**config.mk**
```make
export PLATFORM = sky130hd
export DESIGN_NAME = core_top
export DESIGN_NICKNAME = d
export VERILOG_FILES = /design/src/verilog/core_pkg.sv /design/src/verilog/fetch_stage.sv /design/src/verilog/reg_file.sv /design/src/verilog/decode_stage.sv /design/src/verilog/execute_stage.sv /design/src/verilog/mem_stage.sv /design/src/verilog/pipeline_control.sv /design/src/verilog/core_top.sv
export VERILOG_INCLUDE_DIRS = /design/src /design/src/verilog
export SDC_FILE = /design/constraint.sdc
export NUM_CORES = 2
export LEC_CHECK = 0
export ABC_AREA = 0
export BUFFER_PORTS_ARGS = -buffer_cell sky130_fd_sc_hd__buf_2
export CAP_MARGIN = 20
export CELL_PAD_IN_SITES_DETAIL_PLACEMENT = 0
export CELL_PAD_IN_SITES_GLOBAL_PLACEMENT = 1
export CORE_ASPECT_RATIO = 0.5
export CORE_MARGIN = 3
export CORE_UTILIZATION = 35
export CTS_BUF_LIST = sky130_fd_sc_hd__clkbuf_8 sky130_fd_sc_hd__clkbuf_16
export DETAILED_ROUTE_END_ITERATION = 6
export GPL_TIMING_DRIVEN = 1
export PLACE_DENSITY = 0.56
export RECOVER_POWER = 25
export SYNTH_ARGS = -nofsm -noshare
export SYNTH_HDL_FRONTEND = slang
export SYNTH_SLANG_ARGS = --single-unit
```
**constraint.sdc**
```tcl
create_clock -name clk_i -period 4.3 [get_ports clk_i]
set_input_delay 0.86 -clock clk_i [delete_from_list [all_inputs] [get_ports clk_i]]
set_output_delay 0.86 -clock clk_i [all_outputs]
set_load 0.03 [all_outputs]
```
**src/verilog/core_defs.svh**
```systemverilog
`ifndef CORE_DEFS_SVH
`define CORE_DEFS_SVH

`define RESET_PC   32'h0000_0000
`define REG_COUNT  32

// opcode field, inst[31:26]
`define OP_SPECIAL 6'h00
`define OP_ADDIU   6'h09
`define OP_SLTI    6'h0a
`define OP_ANDI    6'h0c
`define OP_ORI     6'h0d
`define OP_XORI    6'h0e
`define OP_LUI     6'h0f
`define OP_LW      6'h23
`define OP_SW      6'h2b

// funct field for SPECIAL, inst[5:0]
`define FN_SLL     6'h00
`define FN_SRL     6'h02
`define FN_ADDU    6'h21
`define FN_SUBU    6'h23
`define FN_AND     6'h24
`define FN_OR      6'h25
`define FN_XOR     6'h26
`define FN_NOR     6'h27
`define FN_SLT     6'h2a
`define FN_SLTU    6'h2b

`endif

```
**src/verilog/core_pkg.sv**
```systemverilog
`default_nettype none

package core_pkg;

    typedef logic [31:0] word_t;      // data value
    typedef logic [31:0] addr_t;      // byte address or pc
    typedef logic [4:0]  reg_addr_t;  // gpr index
    typedef logic [31:0] inst_t;      // instruction word

    // load and store use the adder for the address
    typedef enum logic [3:0] {
        ALU_ADD,
        ALU_SUB,
        ALU_AND,
        ALU_OR,
        ALU_XOR,
        ALU_NOR,
        ALU_SLT,
        ALU_SLTU,
        ALU_SLL,
        ALU_SRL,
        ALU_LUI,
        ALU_LOAD,
        ALU_STORE
    } alu_op_e;

endpackage

`default_nettype wire

```
**src/verilog/fetch_stage.sv**
```systemverilog
`timescale 1ns/100ps
`default_nettype none

`include "core_defs.svh"

module fetch_stage
    import core_pkg::*;
(
    input  wire   clk_i,
    input  wire   rst_n_i,
    input  wire   stall_i,
    input  inst_t inst_i,

    output addr_t pc_o,
    output logic  fetch_en_o,
    output addr_t id_pc_o,
    output inst_t id_inst_o,
    output logic  id_valid_o
);

    assign fetch_en_o = ~stall_i;  // no fetch while IF/ID is held

    always_ff @(posedge clk_i) begin
        if (!rst_n_i) begin
            pc_o <= `RESET_PC;
        end else if (!stall_i) begin
            pc_o <= pc_o + 32'd4;
        end
    end

    // IF/ID register, empty in the first cycle after reset
    always_ff @(posedge clk_i) begin
        if (!rst_n_i) begin
            id_valid_o <= 1'b0;
        end else if (!stall_i) begin
            id_valid_o <= 1'b1;
        end
    end

    always_ff @(posedge clk_i) begin
        if (!stall_i) begin
            id_pc_o   <= pc_o;
            id_inst_o <= inst_i;
        end
    end

endmodule

`default_nettype wire

```
**src/verilog/reg_file.sv**
```systemverilog
`timescale 1ns/100ps
`default_nettype none

`include "core_defs.svh"

module reg_file
    import core_pkg::*;
(
    input  wire       clk_i,
    input  wire       rst_n_i,
    input  reg_addr_t ra1_i,
    input  reg_addr_t ra2_i,
    input  wire       we_i,
    input  reg_addr_t wa_i,
    input  word_t     wd_i,

    output word_t     rd1_o,
    output word_t     rd2_o
);

    word_t regs [`REG_COUNT];

    always_ff @(posedge clk_i) begin
        if (!rst_n_i) begin
            for (int i = 0; i < `REG_COUNT; i++) begin
                regs[i] <= '0;
            end
        end else if (we_i && wa_i != '0) begin
            regs[wa_i] <= wd_i;
        end
    end

    // writeback value bypassed to a read of the same register
    assign rd1_o = (ra1_i == '0)                  ? '0   :
                   (we_i && wa_i == ra1_i)        ? wd_i : regs[ra1_i];
    assign rd2_o = (ra2_i == '0)                  ? '0   :
                   (we_i && wa_i == ra2_i)        ? wd_i : regs[ra2_i];

endmodule

`default_nettype wire

```
**src/verilog/decode_stage.sv**
```systemverilog
`timescale 1ns/100ps
`default_nettype none

`include "core_defs.svh"

module decode_stage
    import core_pkg::*;
(
    input  wire       clk_i,
    input  wire       rst_n_i,
    input  wire       bubble_i,
    input  addr_t     pc_i,
    input  inst_t     inst_i,
    input  wire       valid_i,
    input  word_t     rd1_i,
    input  word_t     rd2_i,
    input  wire       ex_wreg_i,
    input  wire       ex_is_load_i,
    input  reg_addr_t ex_wa_i,
    input  word_t     ex_res_i,
    input  wire       mem_wreg_i,
    input  reg_addr_t mem_wa_i,
    input  word_t     mem_res_i,

    output reg_addr_t ra1_o,
    output reg_addr_t ra2_o,
    output logic      stall_req_o,
    output addr_t     ex_pc_o,
    output alu_op_e   ex_op_o,
    output word_t     ex_opr1_o,
    output word_t     ex_opr2_o,
    output word_t     ex_store_data_o,
    output logic      ex_wreg_o,
    output reg_addr_t ex_wa_o
);

    logic [5:0] opcode;
    logic [5:0] funct;
    reg_addr_t  rs;
    reg_addr_t  rt;
    reg_addr_t  rd;
    word_t      sext_imm;
    word_t      zext_imm;

    alu_op_e    dec_op;
    logic       dec_wreg;
    reg_addr_t  dec_wa;
    logic       use_rs;
    logic       use_rt;
    logic       shift_op;    // rt value goes to opr1
    logic       rt_as_opr2;
    word_t      imm_val;
    word_t      rs_val;
    word_t      rt_val;

    assign opcode   = inst_i[31:26];
    assign rs       = inst_i[25:21];
    assign rt       = inst_i[20:16];
    assign rd       = inst_i[15:11];
    assign funct    = inst_i[5:0];
    assign sext_imm = {{16{inst_i[15]}}, inst_i[15:0]};
    assign zext_imm = {16'h0, inst_i[15:0]};

    always_comb begin
        dec_op     = ALU_ADD;
        dec_wreg   = 1'b0;
        dec_wa     = rt;
        use_rs     = 1'b1;
        use_rt     = 1'b0;
        shift_op   = 1'b0;
        rt_as_opr2 = 1'b0;
        imm_val    = sext_imm;
        case (opcode)
            `OP_SPECIAL: begin
                dec_wa     = rd;
                dec_wreg   = 1'b1;
                use_rt     = 1'b1;
                rt_as_opr2 = 1'b1;
                case (funct)
                    `FN_ADDU: dec_op = ALU_ADD;
                    `FN_SUBU: dec_op = ALU_SUB;
                    `FN_AND:  dec_op = ALU_AND;
                    `FN_OR:   dec_op = ALU_OR;
                    `FN_XOR:  dec_op = ALU_XOR;
                    `FN_NOR:  dec_op = ALU_NOR;
                    `FN_SLT:  dec_op = ALU_SLT;
                    `FN_SLTU: dec_op = ALU_SLTU;
                    `FN_SLL, `FN_SRL: begin
                        dec_op     = (funct == `FN_SLL) ? ALU_SLL : ALU_SRL;
                        use_rs     = 1'b0;
                        shift_op   = 1'b1;
                        rt_as_opr2 = 1'b0;
                        imm_val    = {27'h0, inst_i[10:6]};
                        dec_wreg   = (inst_i != '0);  // all-zero word is the nop
                    end
                    default: begin
                        dec_wreg = 1'b0;
                        use_rs   = 1'b0;
                        use_rt   = 1'b0;
                    end
                endcase
            end
            `OP_ADDIU: begin dec_op = ALU_ADD; dec_wreg = 1'b1; end
            `OP_SLTI:  begin dec_op = ALU_SLT; dec_wreg = 1'b1; end
            `OP_ANDI:  begin dec_op = ALU_AND; dec_wreg = 1'b1; imm_val = zext_imm; end
            `OP_ORI:   begin dec_op = ALU_OR;  dec_wreg = 1'b1; imm_val = zext_imm; end
            `OP_XORI:  begin dec_op = ALU_XOR; dec_wreg = 1'b1; imm_val = zext_imm; end
            `OP_LUI: begin
                dec_op   = ALU_LUI;
                dec_wreg = 1'b1;
                use_rs   = 1'b0;
                imm_val  = zext_imm;
            end
            `OP_LW:    begin dec_op = ALU_LOAD; dec_wreg = 1'b1; end
            `OP_SW:    begin dec_op = ALU_STORE; use_rt = 1'b1; end
            default:   use_rs = 1'b0;  // unknown, treated as no-op
        endcase
    end

    assign ra1_o = rs;
    assign ra2_o = rt;

    // EX result first, then MEM, then the register file
    assign rs_val = (rs == '0)                       ? '0        :
                    (ex_wreg_i && ex_wa_i == rs)     ? ex_res_i  :
                    (mem_wreg_i && mem_wa_i == rs)   ? mem_res_i : rd1_i;
    assign rt_val = (rt == '0)                       ? '0        :
                    (ex_wreg_i && ex_wa_i == rt)     ? ex_res_i  :
                    (mem_wreg_i && mem_wa_i == rt)   ? mem_res_i : rd2_i;

    // load data not ready until the load reaches MEM
    assign stall_req_o = valid_i && ex_wreg_i && ex_is_load_i && ex_wa_i != '0 &&
                         ((use_rs && rs == ex_wa_i) || (use_rt && rt == ex_wa_i));

    always_ff @(posedge clk_i) begin
        if (!rst_n_i || bubble_i || !valid_i) begin
            ex_op_o   <= ALU_ADD;
            ex_wreg_o <= 1'b0;
        end else begin
            ex_op_o   <= dec_op;
            ex_wreg_o <= dec_wreg;
        end
        ex_pc_o         <= pc_i;
        ex_wa_o         <= dec_wa;
        ex_opr1_o       <= shift_op ? rt_val : rs_val;
        ex_opr2_o       <= rt_as_opr2 ? rt_val : imm_val;
        ex_store_data_o <= rt_val;
    end

endmodule

`default_nettype wire

```
**src/verilog/execute_stage.sv**
```systemverilog
`timescale 1ns/100ps
`default_nettype none

module execute_stage
    import core_pkg::*;
(
    input  wire       clk_i,
    input  wire       rst_n_i,
    input  addr_t     pc_i,
    input  alu_op_e   op_i,
    input  word_t     opr1_i,
    input  word_t     opr2_i,
    input  word_t     store_data_i,
    input  wire       wreg_i,
    input  reg_addr_t wa_i,

    output word_t     res_o,
    output logic      is_load_o,
    output addr_t     mem_pc_o,
    output alu_op_e   mem_op_o,
    output word_t     mem_res_o,
    output word_t     mem_store_data_o,
    output logic      mem_wreg_o,
    output reg_addr_t mem_wa_o
);

    always_comb begin
        case (op_i)
            ALU_SUB:  res_o = opr1_i - opr2_i;
            ALU_AND:  res_o = opr1_i & opr2_i;
            ALU_OR:   res_o = opr1_i | opr2_i;
            ALU_XOR:  res_o = opr1_i ^ opr2_i;
            ALU_NOR:  res_o = ~(opr1_i | opr2_i);
            ALU_SLT:  res_o = {31'h0, $signed(opr1_i) < $signed(opr2_i)};
            ALU_SLTU: res_o = {31'h0, opr1_i < opr2_i};
            ALU_SLL:  res_o = opr1_i << opr2_i[4:0];
            ALU_SRL:  res_o = opr1_i >> opr2_i[4:0];
            ALU_LUI:  res_o = {opr2_i[15:0], 16'h0};
            default:  res_o = opr1_i + opr2_i;  // add, and load/store address
        endcase
    end

    assign is_load_o = (op_i == ALU_LOAD);

    // EX/MEM register
    always_ff @(posedge clk_i) begin
        if (!rst_n_i) begin
            mem_op_o   <= ALU_ADD;
            mem_wreg_o <= 1'b0;
        end else begin
            mem_op_o   <= op_i;
            mem_wreg_o <= wreg_i;
        end
        mem_pc_o         <= pc_i;
        mem_res_o        <= res_o;
        mem_store_data_o <= store_data_i;
        mem_wa_o         <= wa_i;
    end

endmodule

`default_nettype wire

```
**src/verilog/mem_stage.sv**
```systemverilog
`timescale 1ns/100ps
`default_nettype none

module mem_stage
    import core_pkg::*;
(
    input  wire        clk_i,
    input  wire        rst_n_i,
    input  addr_t      pc_i,
    input  alu_op_e    op_i,
    input  word_t      res_i,
    input  word_t      store_data_i,
    input  wire        wreg_i,
    input  reg_addr_t  wa_i,
    input  word_t      dbus_rdata_i,

    output logic       dbus_en_o,
    output addr_t      dbus_addr_o,
    output logic [3:0] dbus_wen_o,
    output word_t      dbus_wdata_o,
    output word_t      fwd_res_o,
    output logic       wb_valid_o,
    output addr_t      wb_pc_o,
    output logic       wb_wreg_o,
    output reg_addr_t  wb_wa_o,
    output word_t      wb_wd_o
);

    logic is_load;
    logic is_store;

    assign is_load  = (op_i == ALU_LOAD);
    assign is_store = (op_i == ALU_STORE);

    assign dbus_en_o    = is_load | is_store;
    assign dbus_addr_o  = res_i;
    assign dbus_wen_o   = is_store ? 4'hf : 4'h0;  // whole words only
    assign dbus_wdata_o = store_data_i;

    assign fwd_res_o = is_load ? dbus_rdata_i : res_i;

    // MEM/WB register, also the debug trace
    always_ff @(posedge clk_i) begin
        if (!rst_n_i) begin
            wb_valid_o <= 1'b0;
            wb_wreg_o  <= 1'b0;
        end else begin
            wb_valid_o <= wreg_i | is_store;  // bubbles neither write nor store
            wb_wreg_o  <= wreg_i;
        end
        wb_pc_o <= pc_i;
        wb_wa_o <= wa_i;
        wb_wd_o <= fwd_res_o;
    end

endmodule

`default_nettype wire

```
**src/verilog/pipeline_control.sv**
```systemverilog
`timescale 1ns/100ps
`default_nettype none

module pipeline_control (
    input  wire  clk_i,
    input  wire  rst_n_i,
    input  wire  stall_req_i,

    output logic stall_if_id_o,
    output logic bubble_ex_o
);

    logic stall_q;  // stalled in the previous cycle

    assign stall_if_id_o = stall_req_i & ~stall_q;
    assign bubble_ex_o   = stall_req_i & ~stall_q;

    always_ff @(posedge clk_i) begin
        if (!rst_n_i) begin
            stall_q <= 1'b0;
        end else begin
            stall_q <= stall_if_id_o;
        end
    end

endmodule

`default_nettype wire

```
**src/verilog/core_top.sv**
```systemverilog
`timescale 1ns/100ps
`default_nettype none

module core_top
    import core_pkg::*;
(
    input  wire        clk_i,
    input  wire        rst_n_i,

    output logic       ibus_en_o,
    output addr_t      ibus_addr_o,
    input  inst_t      ibus_rdata_i,

    output logic       dbus_en_o,
    output addr_t      dbus_addr_o,
    input  word_t      dbus_rdata_i,
    output logic [3:0] dbus_wen_o,
    output word_t      dbus_wdata_o,

    output logic       debug_wb_valid_o,
    output addr_t      debug_wb_pc_o,
    output logic       debug_wb_wreg_o,
    output reg_addr_t  debug_wb_wraddr_o,
    output word_t      debug_wb_wrdata_o
);

    logic      stall_req;
    logic      stall_if_id;
    logic      bubble_ex;

    addr_t     id_pc;
    inst_t     id_inst;
    logic      id_valid;
    reg_addr_t ra1;
    reg_addr_t ra2;
    word_t     rd1;
    word_t     rd2;

    addr_t     ex_pc;
    alu_op_e   ex_op;
    word_t     ex_opr1;
    word_t     ex_opr2;
    word_t     ex_store_data;
    logic      ex_wreg;
    reg_addr_t ex_wa;
    word_t     ex_res;
    logic      ex_is_load;

    addr_t     mem_pc;
    alu_op_e   mem_op;
    word_t     mem_res;
    word_t     mem_store_data;
    logic      mem_wreg;
    reg_addr_t mem_wa;
    word_t     mem_fwd_res;

    fetch_stage fetch_stage_inst (
        .clk_i      (clk_i),
        .rst_n_i    (rst_n_i),
        .stall_i    (stall_if_id),
        .inst_i     (ibus_rdata_i),
        .pc_o       (ibus_addr_o),
        .fetch_en_o (ibus_en_o),
        .id_pc_o    (id_pc),
        .id_inst_o  (id_inst),
        .id_valid_o (id_valid)
    );

    reg_file reg_file_inst (
        .clk_i   (clk_i),
        .rst_n_i (rst_n_i),
        .ra1_i   (ra1),
        .ra2_i   (ra2),
        .we_i    (debug_wb_wreg_o),
        .wa_i    (debug_wb_wraddr_o),
        .wd_i    (debug_wb_wrdata_o),
        .rd1_o   (rd1),
        .rd2_o   (rd2)
    );

    decode_stage decode_stage_inst (
        .clk_i           (clk_i),
        .rst_n_i         (rst_n_i),
        .bubble_i        (bubble_ex),
        .pc_i            (id_pc),
        .inst_i          (id_inst),
        .valid_i         (id_valid),
        .rd1_i           (rd1),
        .rd2_i           (rd2),
        .ex_wreg_i       (ex_wreg),
        .ex_is_load_i    (ex_is_load),
        .ex_wa_i         (ex_wa),
        .ex_res_i        (ex_res),
        .mem_wreg_i      (mem_wreg),
        .mem_wa_i        (mem_wa),
        .mem_res_i       (mem_fwd_res),
        .ra1_o           (ra1),
        .ra2_o           (ra2),
        .stall_req_o     (stall_req),
        .ex_pc_o         (ex_pc),
        .ex_op_o         (ex_op),
        .ex_opr1_o       (ex_opr1),
        .ex_opr2_o       (ex_opr2),
        .ex_store_data_o (ex_store_data),
        .ex_wreg_o       (ex_wreg),
        .ex_wa_o         (ex_wa)
    );

    execute_stage execute_stage_inst (
        .clk_i            (clk_i),
        .rst_n_i          (rst_n_i),
        .pc_i             (ex_pc),
        .op_i             (ex_op),
        .opr1_i           (ex_opr1),
        .opr2_i           (ex_opr2),
        .store_data_i     (ex_store_data),
        .wreg_i           (ex_wreg),
        .wa_i             (ex_wa),
        .res_o            (ex_res),
        .is_load_o        (ex_is_load),
        .mem_pc_o         (mem_pc),
        .mem_op_o         (mem_op),
        .mem_res_o        (mem_res),
        .mem_store_data_o (mem_store_data),
        .mem_wreg_o       (mem_wreg),
        .mem_wa_o         (mem_wa)
    );

    mem_stage mem_stage_inst (
        .clk_i        (clk_i),
        .rst_n_i      (rst_n_i),
        .pc_i         (mem_pc),
        .op_i         (mem_op),
        .res_i        (mem_res),
        .store_data_i (mem_store_data),
        .wreg_i       (mem_wreg),
        .wa_i         (mem_wa),
        .dbus_rdata_i (dbus_rdata_i),
        .dbus_en_o    (dbus_en_o),
        .dbus_addr_o  (dbus_addr_o),
        .dbus_wen_o   (dbus_wen_o),
        .dbus_wdata_o (dbus_wdata_o),
        .fwd_res_o    (mem_fwd_res),
        .wb_valid_o   (debug_wb_valid_o),
        .wb_pc_o      (debug_wb_pc_o),
        .wb_wreg_o    (debug_wb_wreg_o),
        .wb_wa_o      (debug_wb_wraddr_o),
        .wb_wd_o      (debug_wb_wrdata_o)
    );

    pipeline_control pipeline_control_inst (
        .clk_i         (clk_i),
        .rst_n_i       (rst_n_i),
        .stall_req_i   (stall_req),
        .stall_if_id_o (stall_if_id),
        .bubble_ex_o   (bubble_ex)
    );

endmodule

`default_nettype wire

```
# Yosys cells after proc, flatten, opt, wreduce, memory -nomap -nowiden
# Memory sizes are Yosys's and may differ from the RTL's. A register that Yosys moved wholly into a read port is not among the register bits.
# Index checks and enable logic that the tools add are counted.
# op_classes
mux,38
eq_ne,38
mul,0
n_reduce_logical,32
add_sub_neg,3
shift,2
bitwise,9
magnitude_cmp,2
div,0
# op_table
op,n
2-to-1 mux 32 bit,13
one-hot mux 32 bit (10 select lines),1
less-than comparator 32 bit,2
one-hot mux 32 bit (2 select lines),1
one-hot mux 4 bit (8 select lines),2
== test 6 bit (second input constant),10
== test 5 bit,8
== test 6 x 4 -> 1 bit (second input constant),6
adder 32 x 3 -> 32 bit (second input constant),1
adder 32 bit,1
AND 32 bit,1
NOT 32 bit,1
OR 32 bit,1
nonzero test 32 bit,1
OR reduction 32 bit,1
left shift 32 x 5 -> 32 bit,1
>> shifter 32 x 5 -> 32 bit,1
subtractor 32 bit,1
XOR 32 bit,1
== test 4 bit (second input constant),6
2-to-1 mux 5 bit,4
== test 4 x 3 -> 1 bit (second input constant),4
OR reduction 7 bit,2
logical AND 1 bit,13
other kinds (18),41
# totals
memories,1
latchBits,0
register_bits,413
rom_bits,0
mem_bits_rw,1024
# memory_table
memory,words,width,read_ports,rd_ports_with_merged_regs,write_ports,line,source
reg_file_inst.regs,32,32,2,2,32,reg_file.sv:21,word_t regs [`REG_COUNT];

# Longest topological paths before layout
# depth
word_depth,10
depth_mapped,17
ltp_nobuf,14

# By module
# From an unflattened synthesis, not the netlist that was laid out.
# hier_totals
hier_cells,6146
hier_area_um2,77204.0
# by_module_without_submodules
mod,cells_each,instances,area_each_um2
reg_file,3744,1,54698.7
execute_stage,1334,1,10727.8
decode_stage,651,1,5854.4
fetch_stage,232,1,3368.2
mem_stage,181,1,2512.4
pipeline_control,4,1,42.5

# Worst setup path after synthesis
# No wires, ideal clock.
# synth_path
kind,reg2reg
start,reg mem_stage_inst.wb_wa_o[2]
end,mem reg_file_inst.regs[28][0] (netlist bit) (enable)
arrival_time_ns,3.816
stages_incl_launch_ff,7
synth_period_minus_slack_ns,4.282
path_slack_ns,0.018
path_buffers,3
path_cell_list,dfxtp_1 > clkbuf_1 > or3_1 > clkbuf_1 > nand3b_1 > clkbuf_1 > o21ai_0
# synth_lines
element,line,source
start: declaration,mem_stage.sv:25,"output reg_addr_t wb_wa_o,"
start signal: assignment,mem_stage.sv:52,wb_wa_o <= wa_i;
end: declaration,reg_file.sv:21,

==> results.md <==
* TritonCTS Buffers at 154
* Hold_ws at approximately 230 ps
* Die Wd at about 670 um
* R2R Setup Slk at just over 70 ps
* Synth cell types at a little under 100
* Routed wire length at a little over 300000 um
* Clock Sinks at approximately 1400
* Final net count at just over 6000
* Cell Area, Synth at between 70000 and 80000 um2
* CP endpoint kind: register
* Area leader, netlist: edfxtp_1
* Outcome: finished with violations
* ANT nets after route at 0
* FF+latch count, synth at between 1000 and 1500
* Ports at 239
* P&R area growth vs syn at 14.5%
* Largest family of logic cells by synthesized area: multiplexers
* Fin. Hold Viols at 0
* Via density at 5.88
* Root Driver: clkbuf_16
* Critical-path cell list: nand2_1, clkbuf_1, o21ai_0, buf_4
* Worst reg-to-reg path cell count at 4
* Setup TNS at 0 ps
* Clock Skews at about 73 ps
* Avg Inst Size Synth at around 13 um2
* RR Endpoint: reg_file_inst.regs[22][31]
* Compound-cell area share of the yosys netlist at between 6 and 7%
* Die Area at 226000 um2
* Final min period at 4230 ps
* Crit-path slowest cell: o21ai_0
* Top area cells in the synthesized netlist: edfxtp_1 (42%), mux4_2 (20%), dfxtp_1 (9.1%)
* Crit share post-route at ~98%
* Worst-Skew Late Latency at between 800 and 900 ps
* Final Util at about two fifths
* Slew headroom at -59.3%
* Area share of the largest cell type after synthesis at 42.3%
* Max-Cap Viols at 21
* EDFF count, synth at between 1000 and 1500
* Htree depth at 4
* P per Cell Area at 441 nW/um2
* Async S/R FF share, synth at 0%
* Worst r2r src: mem_stage_inst.wb_wa_o[1]
* Synth Area in XOR/XNOR at 0.762%
* Leak pwr at between 0.03 and 0.04 uW
* Die Ht at around 340 um
* CORE AREA at 218000 um2
* Cells after Synth at 5726
* DP Wirelength at ~210000 um
* Maximum vdd ir drop at 0.245 mV
* Setup Slack @ Placement at -201 ps
* Final WS setup at around 73 ps
* Via count at between 50000 and 60000
* Total GRT Usage at around 27%
* Max-slew violation count at approximately 400
* Max stage delay on crit path at ~1500 ps
* CTS tree: done
* Largest net degree at the start of global routing at between 60 and 70
* GRT overflow at 0
* Adder-Cell Fraction of Synth Area at under 10%
* Critical Path AT at 4620 ps
* Non-Filler Instances at between 9000 and 10000
* CTS clk-pin slew, worst paths at 70 ps
* Kind of start point of the critical path: register
* CTS max path bufs at 4
* Failing checks: max-capacitance violations, max-slew violations
* Drt pass-1 iters at 7
* Setup violators final at 0
* FMAX at ~240 MHz
* First-pass GRT wire length at ~430000 um
* DRT iter0 DRCs at 6546
* Crit path to: reg_file_inst.regs[22][31]
* Crit. Startpoint: mem_stage_inst.wb_wa_o[1]
* CP Max Fanout at 24
* Vias in the first global route at roughly 53000
* Dpl cells at approximately 8700
* Worst Path Required at approximately 4700 ps
* Initial antenna violation count at 35
* Starting Density at 35.3%
* Final Wtd Congestion at about 0.93
* Synth Warn # at 0
* WL/cell at roughly 34 um
* Residual DRC at 0
* Crit path kind: register to register
* Mux share of post-synthesis cell area at a little under a quarter
* Worst min path class: primary input to register
* RSZ-0062 raised after global routing: false
* Layout cell share with drive strength beyond 1 at between 20% and 30%
* Input/output buffers at between 200 and 250
* Ys flop type: edfxtp_1
* FP Rows at roughly 120
* Post-synthesis simple-gate area fraction at between 10% and 20%
* Register area share after synthesis at 51.5%
* Actual slew at the worst max-slew pin at between 2000 and 2500 ps
cell type report:
class,instances,area (um2)
Fill cell,20300,130000
Sequential cell,1437,39700
Multi-Input combinational cell,3648,35200
Timing Repair Buffer,581,4230
Clock buffer,169,4120
Tap cell,2952,3690
Clock inverter,94,714
Inverter,137,515
Antenna cell,11,27.5
critical path, delay by kind of cell, from the launching register on:
kind	cells	cell delay, ps
DFF	1	780
AOI/OAI and AO/OA	1	1450
and+or+nand+nor	1	430
buffers and inverters	2	1090
cell families (layout without fill, tap and decap cells):
logic type               after synthesis  after routing
AO/OA/AOI/OAI                        770            770
XOR/XNOR                              67             67
adder cells (fa/ha/maj)              100            100
buffers and inverters                676            981
flip-flops                          1437           1437
multiplexers                         880            880
other                                  1             47
AND/OR/NAND/NOR                     1795           1795
Yosys cell counts, drive strengths merged, types with 9 or more instances:
master      n
mux4      698
o31ai      16
a31oi      29
nor4       17
ha         98
xor2       39
nor3       50
a211o      15
o21a        9
nand4      21
nor2      273
or3        18
a22oi      13
inv       135
o2111ai     9
a22o       19
or2        12
a222oi     11
xnor2      28
a311oi     12
a211oi     61
mux2       46
dfxtp     351
a221o      11
edfxtp   1086
mux2i     136
nand3      58
o21ai     185
nand2b     19
a21o       20
buf       158
and2     1032
a21oi     182
clkbuf    380
o211ai     53
and3       19
a221oi     17
o22ai      14
nand2     220
nor2b      14
per-stage QoR:
| step | cell area (um2) | power [uW] |
|---|---|---|
| after floorplan | 77100 | 21600 |
| after global placement | 83700 | 25800 |
| after detailed placement | 83700 | 25800 |
| after CTS | 88500 | 39000 |
| after global routing | 88200 | 40200 |
| final | 88200 | 38900 |
routing by layer:
metal	GRT usage [%]	wire length (um)	share of wire, %
met1	37.9	133000	43
met2	42.5	140000	46
met3	4.92	25100	8.1
met4	7.55	9460	3.1
met5	0	45	0.015
worst min-delay path by stage:
stage	startpoint	endpoint	slack, ps	cells past startpoint
after global placement	decode_stage_inst.ex_pc_o[19]	execute_stage_inst.mem_pc_o[19]	310	0
after detailed placement	decode_stage_inst.ex_pc_o[29]	execute_stage_inst.mem_pc_o[29]	310	0
final	ibus_rdata_i[12]	fetch_stage_inst.id_inst_o[12]	230	1
after floorplan	decode_stage_inst.ex_pc_o[10]	execute_stage_inst.mem_pc_o[10]	310	0
after global routing	ibus_rdata_i[10]	fetch_stage_inst.id_inst_o[10]	180	1
after CTS	ibus_rdata_i[10]	fetch_stage_inst.id_inst_o[10]	170	1
cells in the final DEF, fill, tap and decap left out, drive strengths merged, types with 41 or more instances in the layout:
master and instances:
edfxtp 1086, and2 1032, mux4 698, buf 437
dfxtp 351, clkbuf 312, nor2 273, nand2 220
o21ai 185, a21oi 182, inv 174, mux2i 136
ha 98, a211oi 61, nand3 58, o211ai 53
nor3 50, mux2 46, clkinv 41
sequential cells by signal, summed over array words and instances, names as in the netlist, 4 cells and up, named ones only:
name	cells
decode_stage_inst.ex_op_o	4
decode_stage_inst.ex_opr1_o	32
decode_stage_inst.ex_opr2_o	32
decode_stage_inst.ex_pc_o	30
decode_stage_inst.ex_store_data_o	32
decode_stage_inst.ex_wa_o	5
execute_stage_inst.mem_op_o	4
execute_stage_inst.mem_pc_o	30
execute_stage_inst.mem_res_o	32
execute_stage_inst.mem_store_data_o	32
execute_stage_inst.mem_wa_o	5
fetch_stage_inst.id_inst_o	32
fetch_stage_inst.id_pc_o	30
fetch_stage_inst.pc_o	30
mem_stage_inst.wb_pc_o	30
mem_stage_inst.wb_wa_o	5
mem_stage_inst.wb_wd_o	32
reg_file_inst.regs	1024
report_power, final:
part	total, uW	leakage, uW	internal, uW	switching [uW]
combinational	8970	0.0157	2880	6090
clock	13200	0.00250	7510	5700
sequential	16700	0.0142	15700	946
total	38900	0.0323	26100	12700
what timing repair did:
item,in CTS,in global routing
setup endpoints to repair,4,15
hold buffers,0,0
gates resized for setup,3,7
setup buffers,0,6
pin swaps,0,4
Note: power is estimated with default switching activity, not from simulation.
